## src/design/fp_rename_config.svh

```systemverilog
// FP rename configuration: register file sizes and checkpoint depth
`ifndef FP_RENAME_CONFIG_SVH
`define FP_RENAME_CONFIG_SVH

//////////////////////////////////////////////////
// Register files
//////////////////////////////////////////////////

// Physical FP registers in the core
`define FP_NUM_PHYS_REGS 64

// Architectural FP registers (f0..f31)
`define FP_NUM_ISA_REGS 32

//////////////////////////////////////////////////
// Checkpointing
//////////////////////////////////////////////////

// Copies of free list and map, one of them is always the working copy.
// Must stay a power of two, the labels wrap around.
`define FP_NUM_CHECKPOINTS 4

`endif

```

## src/design/fp_rename_pkg.sv

```systemverilog
// FP rename types: register numbers, checkpoint labels and the rename/commit bundles
`include "fp_rename_config.svh"

package fp_rename_pkg;

    typedef logic [$clog2(`FP_NUM_PHYS_REGS)-1:0]   phfreg_t;         // Physical FP register
    typedef logic [$clog2(`FP_NUM_ISA_REGS)-1:0]    arfreg_t;         // Architectural FP register
    typedef logic [$clog2(`FP_NUM_CHECKPOINTS)-1:0] checkpoint_ptr_t; // Checkpoint label

    // Request from the front end
    typedef struct packed {
        logic    valid;         // Request present
        arfreg_t src1;          // First source
        arfreg_t src2;          // Second source
        arfreg_t dst;           // Destination
        logic    write_dst;     // Destination is written, takes a new register
        logic    do_checkpoint; // Take a checkpoint after this rename
    } rename_req_t;

    // Response, one cycle after acceptance
    typedef struct packed {
        logic            valid;
        phfreg_t         src1_phys;
        phfreg_t         src2_phys;
        phfreg_t         dst_phys;     // New register for the destination
        phfreg_t         old_dst_phys; // Previous mapping, freed at commit
        checkpoint_ptr_t checkpoint;   // Label to recover to
    } rename_resp_t;

    // Registers released by commit
    typedef struct packed {
        logic [1:0]    valid;
        phfreg_t [1:0] phys_reg;
    } commit_free_t;

endpackage

```

## src/design/fp_free_list.sv

```systemverilog
// FP free list: circular buffer of free physical registers with per-checkpoint heads
`include "fp_rename_config.svh"

module fp_free_list import fp_rename_pkg::*; (
    input  logic            clk_i,
    input  logic            rstn_i,
    input  logic            read_head_i,          // Take the head register
    input  logic            take_checkpoint_i,    // Save head and count after this cycle
    input  logic            recover_i,            // Return to a saved checkpoint
    input  logic            delete_checkpoint_i,  // Retire the oldest checkpoint
    input  checkpoint_ptr_t recover_checkpoint_i, // Label to return to
    input  commit_free_t    free_i,               // Registers released by commit
    output phfreg_t         new_register_o,       // Register handed out on a read
    output checkpoint_ptr_t checkpoint_o,         // Working copy label
    output logic            empty_o,              // Nothing to hand out this cycle
    output logic            out_of_checkpoints_o  // All spare copies in use
);

    localparam int NUM_ENTRIES = `FP_NUM_PHYS_REGS - `FP_NUM_ISA_REGS; // 32 spare registers

    typedef logic [$clog2(NUM_ENTRIES)-1:0]        entry_ptr_t;  // Table index
    typedef logic [$clog2(NUM_ENTRIES):0]          reg_count_t;  // 0..NUM_ENTRIES
    typedef logic [$clog2(`FP_NUM_CHECKPOINTS):0] ckpt_count_t; // Live checkpoints

    //////////////////////////////////////////////////
    // State
    //////////////////////////////////////////////////

    phfreg_t         register_table [NUM_ENTRIES];        // Free register storage
    entry_ptr_t      head [`FP_NUM_CHECKPOINTS];          // Head per copy
    reg_count_t      free_count [`FP_NUM_CHECKPOINTS];    // Free registers per copy
    entry_ptr_t      tail;                                // Shared by all copies
    checkpoint_ptr_t version_head;                        // Working copy
    checkpoint_ptr_t version_tail;                        // Oldest live checkpoint
    ckpt_count_t     num_checkpoints;

    logic            write_en_0, write_en_1;
    logic [1:0]      num_freed;
    logic            read_en;
    logic            checkpoint_en;
    checkpoint_ptr_t next_version;
    checkpoint_ptr_t tail_version_next;
    reg_count_t      cur_count_next;

    //////////////////////////////////////////////////
    // Control
    //////////////////////////////////////////////////

    assign write_en_0 = free_i.valid[0];
    assign write_en_1 = free_i.valid[1];
    assign num_freed  = {1'b0, write_en_0} + {1'b0, write_en_1};

    // A read needs a stored register or one arriving this cycle
    assign read_en = read_head_i & ~recover_i
                   & ((free_count[version_head] != '0) | write_en_0 | write_en_1);

    // Only with a spare copy left
    assign checkpoint_en = take_checkpoint_i & ~out_of_checkpoints_o & ~recover_i;

    assign next_version      = version_head + 1'b1;
    assign tail_version_next = version_tail + checkpoint_ptr_t'(delete_checkpoint_i);

    // Working count after frees and the read of this cycle
    assign cur_count_next = free_count[version_head] + reg_count_t'(num_freed)
                          - reg_count_t'(read_en);

    //////////////////////////////////////////////////
    // Sequential update
    //////////////////////////////////////////////////

    always_ff @(posedge clk_i or negedge rstn_i) begin
        if (!rstn_i) begin
            tail            <= '0;
            version_head    <= '0;
            version_tail    <= '0;
            num_checkpoints <= '0;
            for (int c = 0; c < `FP_NUM_CHECKPOINTS; c++) begin
                head[c]       <= '0;
                free_count[c] <= reg_count_t'(NUM_ENTRIES); // All spares free
            end
            for (int i = 0; i < NUM_ENTRIES; i++) begin
                register_table[i] <= phfreg_t'(`FP_NUM_ISA_REGS + i); // 32..63 in order
            end
        end else begin
            // Freed registers go in at the tail, in port order
            if (write_en_0) begin
                register_table[tail] <= free_i.phys_reg[0];
                if (write_en_1) begin
                    register_table[tail + 1'b1] <= free_i.phys_reg[1];
                end
            end else if (write_en_1) begin
                register_table[tail] <= free_i.phys_reg[1];
            end
            tail <= tail + entry_ptr_t'(num_freed);

            // Frees count in every copy, saved or not
            for (int c = 0; c < `FP_NUM_CHECKPOINTS; c++) begin
                free_count[c] <= free_count[c] + reg_count_t'(num_freed);
            end

            version_tail <= tail_version_next; // Oldest checkpoint retired

            if (recover_i) begin
                // Saved copy becomes the working one; newer copies are dropped
                version_head    <= recover_checkpoint_i;
                num_checkpoints <= ckpt_count_t'(checkpoint_ptr_t'(recover_checkpoint_i
                                                                   - tail_version_next));
            end else begin
                num_checkpoints <= num_checkpoints + ckpt_count_t'(checkpoint_en)
                                 - ckpt_count_t'(delete_checkpoint_i);
                head[version_head]       <= head[version_head] + entry_ptr_t'(read_en);
                free_count[version_head] <= cur_count_next; // Read only hits the working copy

                // Current copy is frozen, work continues in the next slot
                if (checkpoint_en) begin
                    version_head             <= next_version;
                    head[next_version]       <= head[version_head] + entry_ptr_t'(read_en);
                    free_count[next_version] <= cur_count_next;
                end
            end
        end
    end

    //////////////////////////////////////////////////
    // Outputs
    //////////////////////////////////////////////////

    // Empty list: hand a register being freed straight through
    always_comb begin
        if (free_count[version_head] == '0) begin
            new_register_o = write_en_0 ? free_i.phys_reg[0] : free_i.phys_reg[1];
        end else begin
            new_register_o = register_table[head[version_head]];
        end
    end

    assign checkpoint_o         = version_head;
    assign empty_o              = (free_count[version_head] == '0) & ~write_en_0 & ~write_en_1;
    assign out_of_checkpoints_o = (num_checkpoints == ckpt_count_t'(`FP_NUM_CHECKPOINTS - 1));

endmodule

```

## src/design/fp_rename_map.sv

```systemverilog
// FP rename map: checkpointed arch-to-phys table with registered rename response
`include "fp_rename_config.svh"

module fp_rename_map import fp_rename_pkg::*; (
    input  logic            clk_i,
    input  logic            rstn_i,
    input  rename_req_t     req_i,
    input  logic            recover_i,
    input  checkpoint_ptr_t recover_checkpoint_i,
    input  checkpoint_ptr_t checkpoint_i,         // Working copy label from the free list
    input  phfreg_t         new_register_i,       // Head of the free list
    input  logic            empty_i,
    input  logic            out_of_checkpoints_i,
    output logic            ready_o,
    output logic            read_head_o,          // Consume the free-list head
    output logic            take_checkpoint_o,
    output rename_resp_t    resp_o
);

    phfreg_t map_table [`FP_NUM_CHECKPOINTS][`FP_NUM_ISA_REGS]; // One map per copy

    checkpoint_ptr_t active_slot;
    checkpoint_ptr_t next_slot;
    logic            accept;
    phfreg_t         src1_phys, src2_phys, old_dst_phys;

    // Response register
    logic            resp_valid_q;
    phfreg_t         src1_q, src2_q, dst_q, old_dst_q;
    checkpoint_ptr_t checkpoint_q;

    //////////////////////////////////////////////////
    // Handshake
    //////////////////////////////////////////////////

    // Hold on recover, on an empty list for a write, and with no spare copy
    assign ready_o = ~recover_i
                   & (~req_i.write_dst | ~empty_i)
                   & (~req_i.do_checkpoint | ~out_of_checkpoints_i);

    assign accept            = req_i.valid & ready_o;
    assign read_head_o       = accept & req_i.write_dst;
    assign take_checkpoint_o = accept & req_i.do_checkpoint;

    // Restored copy as soon as the recover is signalled
    assign active_slot = recover_i ? recover_checkpoint_i : checkpoint_i;
    assign next_slot   = active_slot + 1'b1;

    // Lookups see the map before this request's own write
    assign src1_phys    = map_table[active_slot][req_i.src1];
    assign src2_phys    = map_table[active_slot][req_i.src2];
    assign old_dst_phys = map_table[active_slot][req_i.dst];

    //////////////////////////////////////////////////
    // Map update
    //////////////////////////////////////////////////

    always_ff @(posedge clk_i or negedge rstn_i) begin
        if (!rstn_i) begin
            for (int c = 0; c < `FP_NUM_CHECKPOINTS; c++) begin
                for (int a = 0; a < `FP_NUM_ISA_REGS; a++) begin
                    map_table[c][a] <= phfreg_t'(a); // Identity
                end
            end
        end else begin
            // Copy whole map; the dst write below overrides its entry
            if (take_checkpoint_o) begin
                for (int a = 0; a < `FP_NUM_ISA_REGS; a++) begin
                    map_table[next_slot][a] <= map_table[active_slot][a];
                end
            end
            if (read_head_o) begin
                map_table[active_slot][req_i.dst] <= new_register_i; // Frozen copy keeps it too
                if (take_checkpoint_o) begin
                    map_table[next_slot][req_i.dst] <= new_register_i;
                end
            end
        end
    end

    //////////////////////////////////////////////////
    // Response
    //////////////////////////////////////////////////

    always_ff @(posedge clk_i or negedge rstn_i) begin
        if (!rstn_i) begin
            resp_valid_q <= 1'b0;
        end else begin
            resp_valid_q <= accept; // One cycle per accepted request
        end
    end

    always_ff @(posedge clk_i) begin
        if (accept) begin
            src1_q       <= src1_phys;
            src2_q       <= src2_phys;
            dst_q        <= req_i.write_dst ? new_register_i : old_dst_phys; // No write keeps it
            old_dst_q    <= old_dst_phys;
            checkpoint_q <= active_slot;     // Frozen copy if a checkpoint was taken
        end
    end

    assign resp_o = '{valid:        resp_valid_q,
                      src1_phys:    src1_q,
                      src2_phys:    src2_q,
                      dst_phys:     dst_q,
                      old_dst_phys: old_dst_q,
                      checkpoint:   checkpoint_q};

endmodule

```

## src/design/fp_rename_unit.sv

```systemverilog
// FP rename unit: map and free list joined into one rename stage
module fp_rename_unit import fp_rename_pkg::*; (
    input  logic            clk_i,
    input  logic            rstn_i,
    input  rename_req_t     req_i,                // From the front end
    output logic            ready_o,
    output rename_resp_t    resp_o,               // Valid one cycle after acceptance
    input  commit_free_t    free_i,               // From commit
    input  logic            recover_i,            // Mispredict pulse
    input  checkpoint_ptr_t recover_checkpoint_i,
    input  logic            delete_checkpoint_i,  // Oldest branch resolved
    output logic            out_of_checkpoints_o
);

    //////////////////////////////////////////////////
    // Map to free list
    //////////////////////////////////////////////////

    logic            read_head;       // Accepted request writes a dst
    logic            take_checkpoint; // Accepted request takes a checkpoint
    phfreg_t         new_register;
    logic            empty;
    checkpoint_ptr_t checkpoint;      // Working copy label
    logic            out_of_checkpoints;

    fp_rename_map rename_map (
        .clk_i                (clk_i),
        .rstn_i               (rstn_i),
        .req_i                (req_i),
        .recover_i            (recover_i),
        .recover_checkpoint_i (recover_checkpoint_i),
        .checkpoint_i         (checkpoint),
        .new_register_i       (new_register),
        .empty_i              (empty),
        .out_of_checkpoints_i (out_of_checkpoints),
        .ready_o              (ready_o),
        .read_head_o          (read_head),
        .take_checkpoint_o    (take_checkpoint),
        .resp_o               (resp_o)
    );

    fp_free_list free_list (
        .clk_i                (clk_i),
        .rstn_i               (rstn_i),
        .read_head_i          (read_head),
        .take_checkpoint_i    (take_checkpoint),
        .recover_i            (recover_i),
        .delete_checkpoint_i  (delete_checkpoint_i),
        .recover_checkpoint_i (recover_checkpoint_i),
        .free_i               (free_i),
        .new_register_o       (new_register),
        .checkpoint_o         (checkpoint),
        .empty_o              (empty),
        .out_of_checkpoints_o (out_of_checkpoints)
    );

    assign out_of_checkpoints_o = out_of_checkpoints; // Front end sees the same level

endmodule

```

## config.mk

```make
export PLATFORM = sky130hd
export DESIGN_NAME = fp_rename_unit
export DESIGN_NICKNAME = d
export VERILOG_FILES = /design/src/design/fp_rename_pkg.sv /design/src/design/fp_free_list.sv /design/src/design/fp_rename_map.sv /design/src/design/fp_rename_unit.sv
export VERILOG_INCLUDE_DIRS = /design/src /design/src/design
export SDC_FILE = /design/constraint.sdc
export NUM_CORES = 2
export LEC_CHECK = 0
export BUFFER_PORTS_ARGS = -buffer_cell sky130_fd_sc_hd__buf_2
export CORE_ASPECT_RATIO = 0.7
export CORE_UTILIZATION = 54
export DETAILED_ROUTE_END_ITERATION = 12
export HOLD_SLACK_MARGIN = 0.08
export PLACE_DENSITY = 0.7
export SYNTH_ARGS = -nofsm -noshare
export SYNTH_HDL_FRONTEND = slang
export SYNTH_SLANG_ARGS = --single-unit
```

## constraint.sdc

```tcl
create_clock -name clk_i -period 6.05 [get_ports clk_i]
set_clock_uncertainty 0.2 [all_clocks]
set_input_delay 1.21 -clock clk_i [delete_from_list [all_inputs] [get_ports clk_i]]
set_output_delay 1.21 -clock clk_i [all_outputs]
set_load 0.005 [all_outputs]
```

==> impl_metrics.env <==
export IMPL_grt_use_met1_pct=63.57
export IMPL_grt_max_degree=166
export IMPL_place_ws_ps=841.7
export IMPL_holdWs_ps=171.3
export IMPL_drive_gt1_share_pct=18.38
export IMPL_io_pins=67
export IMPL_grt_use_met2_pct=55.80
export IMPL_ys_flop_type="dfrtp_1"
export IMPL_pwr_density_cell_mw_per_mm2=536.9
export IMPL_die_width_um=411.3
export IMPL_syn_to_final_growth_pct=9.921
export IMPL_status="finished clean"
export IMPL_p_sw_uw=17140
export IMPL_synth_warnings=0
export IMPL_synth_seq_area_share_pct=42.28
export IMPL_die_h_um=288.5
export IMPL_synth_distinct_cells=83
export IMPL_wirelength_um=265200
export IMPL_syn_inst=6755
export IMPL_slew_headroom_pct=4.484
export IMPL_setup_ws_ps=791.0
export IMPL_max_clock_path_buffers=3
export IMPL_postCtsHoldBufs=0
export IMPL_postRouteAntennaNets=0
export IMPL_htreeDepth=3
export IMPL_worstHoldPathType="in -> async"
export IMPL_io_buffers=66
export IMPL_rows=104
export IMPL_drc=0
export IMPL_worstSetupPathType="reg -> reg"
export IMPL_drt_iter0_drc=10342
export IMPL_top_usage_layer="met1"
export IMPL_drv_cap=0
export IMPL_max_freq_ghz=0.1902
export IMPL_worstPathRequired_ps=6450
export IMPL_drv_slew=0
export IMPL_vdd_drop_max_v=0.001011
export IMPL_power_frac_comb_pct=47.5
export IMPL_drt_vias_per_instance=7.157
export IMPL_dieArea_mm2=0.1187
export IMPL_worstMarginPinSlew_ps=1418
export IMPL_crit_path_end_kind="register"
export IMPL_global_route_overflow_total=0
export IMPL_cts_tree="built"
export IMPL_grt_pass1_wl_um=385500
export IMPL_synth_top_area_share_pct=22.96
export IMPL_via_count=59188
export IMPL_clkTransAtPathRegs_ps=60
export IMPL_rsz0062_at_grt="no"
export IMPL_wl_per_cell_um=32.06
export IMPL_p_clk_share_pct=19.7
export IMPL_grt_usage_pct=43.95
export IMPL_firstDrtPassIters=9
export IMPL_period_share_pct=86.93
export IMPL_numClockSinks=1043
export IMPL_antenna_found_initial=18
export IMPL_clk_latency_ps=760
export IMPL_grt_pass1_vias=54735
export IMPL_cts_buffers=107
export IMPL_synth_nets=6829
export IMPL_layout_cells_most_common="nand2_1"
export IMPL_intPower_uw=20230
export IMPL_synth_avg_cell_area_um2=9.374
export IMPL_place_hpwl_um=177500
export IMPL_design_core_area_mm2=0.1156
export IMPL_synth_area_leader_cell="dfrtp_1"
export IMPL_final_area_mm2=0.06961
export IMPL_synth_area_top_cells="dfrtp_1 23%, dfstp_2 18%, mux2i_1 11%"
export IMPL_seq_power_share_pct=32.8
export IMPL_leakagePower_uw=0.02749
export IMPL_place_gp_congestion=1.128
export IMPL_synth_edf_count=26
export IMPL_setup_violations=0
export IMPL_dpl_cell_area_mm2=0.06574
export IMPL_ys_seq_elements=1043
export IMPL_clockRootBuffer="clkbuf_16"
export IMPL_nNetsFinal=6704
export IMPL_synth_area_mm2=0.06332
export IMPL_startpoint_type="register"
export IMPL_cp_arrival_ps=5660
export IMPL_postCtsSetupRepairBufs=0
export IMPL_swShare_pct=45.87
export IMPL_met3_usage_pct=22.71
export IMPL_initial_core_util_pct=54.80
export IMPL_final_cell_mix="1093 x nand2_1, 717 x mux2i_1, 581 x dfrtp_1"
export IMPL_crit_fanout=50
export IMPL_async_flop_share_pct=97.51
export IMPL_cts_repair_resized=0
export IMPL_fill_cells=9795
export IMPL_fin_crit_ps=5259
export IMPL_hold_violations=0
export IMPL_rrSetupSlack_ps=790
export IMPL_finalSetupTns_ps=0
==> sequential cells by signal, summed over array words and instances, names as in the netlist <==
register,flops
rename_map.map_table,768
free_list.register_table,192
free_list.free_count,24
free_list.head,20
rename_map.dst_q,6
rename_map.old_dst_q,6
rename_map.src1_q,6
rename_map.src2_q,6
free_list.tail,5
free_list.num_checkpoints,3
free_list.checkpoint_o,2
free_list.version_tail,2
rename_map.checkpoint_q,2
rename_map.resp_valid_q,1
==> through the flow <==
step / instances / power, µW / utilization (%)
6_report: 8270 / 37370 / 60.24
2_1_floorplan: 6755 / 22380 / -
3_5_place_dp: 8058 / 28970 / 56.89
5_1_grt: 8264 / 38480 / 60.22
4_1_cts: 8262 / 36370 / 60.22
3_3_place_gp: 8058 / 28630 / 56.89
==> kinds of logic (layout without fill, tap and decap cells) <==
kind of cell               count (synthesis)  count (layout)  synth area share, %
xor gates and xnor gates                  35              35               0.4841
other                                      0               8                    0
buffers and inverters                    646             616                4.661
DFF                                     1043            1043                42.28
and+or+nand+nor                         2286            2286                15.85
muxes                                    877             877                16.17
adders and majority gates                 36              36               0.7943
AOI/OAI and AO/OA                       1832            1832                19.75
==> cell type report <==
type	instances	area, µm²	share of cell area, %
antenna	8	20.02	0.02876
sequential	1043	26780	38.47
inverter	51	206.4	0.2966
clock buffer	155	3152	4.528
tap	1537	1923	2.763
timing repair buffer	361	3073	4.415
multi-input combinational	5066	33760	48.51
clock inverter	49	690.7	0.9923
==> critical path, stage by stage, from the launching register on <==
cell     delay, ps
dfrtp_1        770
buf_4          320
mux4_2         840
nand2_1        570
o22ai_1        170
nor3_1         880
o32ai_4        230
nor2_4         540
buf_12         330
mux2i_1        150
==> synth_stat cells, drive strengths merged (10+ instances only) <==
master     n
buf      277
o21a      13
a311oi    13
and2     126
a32oi     10
a31oi    154
a21oi    522
nand2   1093
o21ai    161
xnor2     28
inv       51
and3      83
mux2      47
o22a     360
nand4     21
edfxtp    26
o22ai     73
o221ai    13
nor4      14
nand2b    12
nor2b     36
a22oi     43
clkbuf   318
a211oi   402
and4      37
mux4     111
nor3     126
dfrtp    581
ha        29
mux2i    719
nand3    141
nor2     564
dfstp    436
==> routing by layer <==
metal,part of all wire [%],up-vias
met5,0.12,-
li1,-,24490
met4,3.5,24
met3,18,680
met2,38,4596
met1,41,29398
==> power by group through the flow <==
stage	combinational, µW	clock [µW]	sequential [µW]
3_3_place_gp	16500	0	12100
5_1_grt	18300	7680	12500
6_report	17800	7370	12200
2_1_floorplan	10800	0	11600
4_1_cts	16800	7390	12100
3_5_place_dp	16800	0	12200
==> worst paths after layout <==
check / from / end / depth (start not counted)
max: free_list.checkpoint_o[0] / rename_map.map_table[112] / 9
min: rstn_i / free_list.free_count[2] / 1
max reg2reg: free_list.checkpoint_o[0] / rename_map.map_table[112] / 9
min reg2reg: free_list.register_table[73] / free_list.register_table[73] / 2
max in group asynchronous: rstn_i / rename_map.map_table[109] / 2
min in group clk_i: free_list.register_table[73] / free_list.register_table[73] / 2
Note: power is estimated with default switching activity, not from simulation.
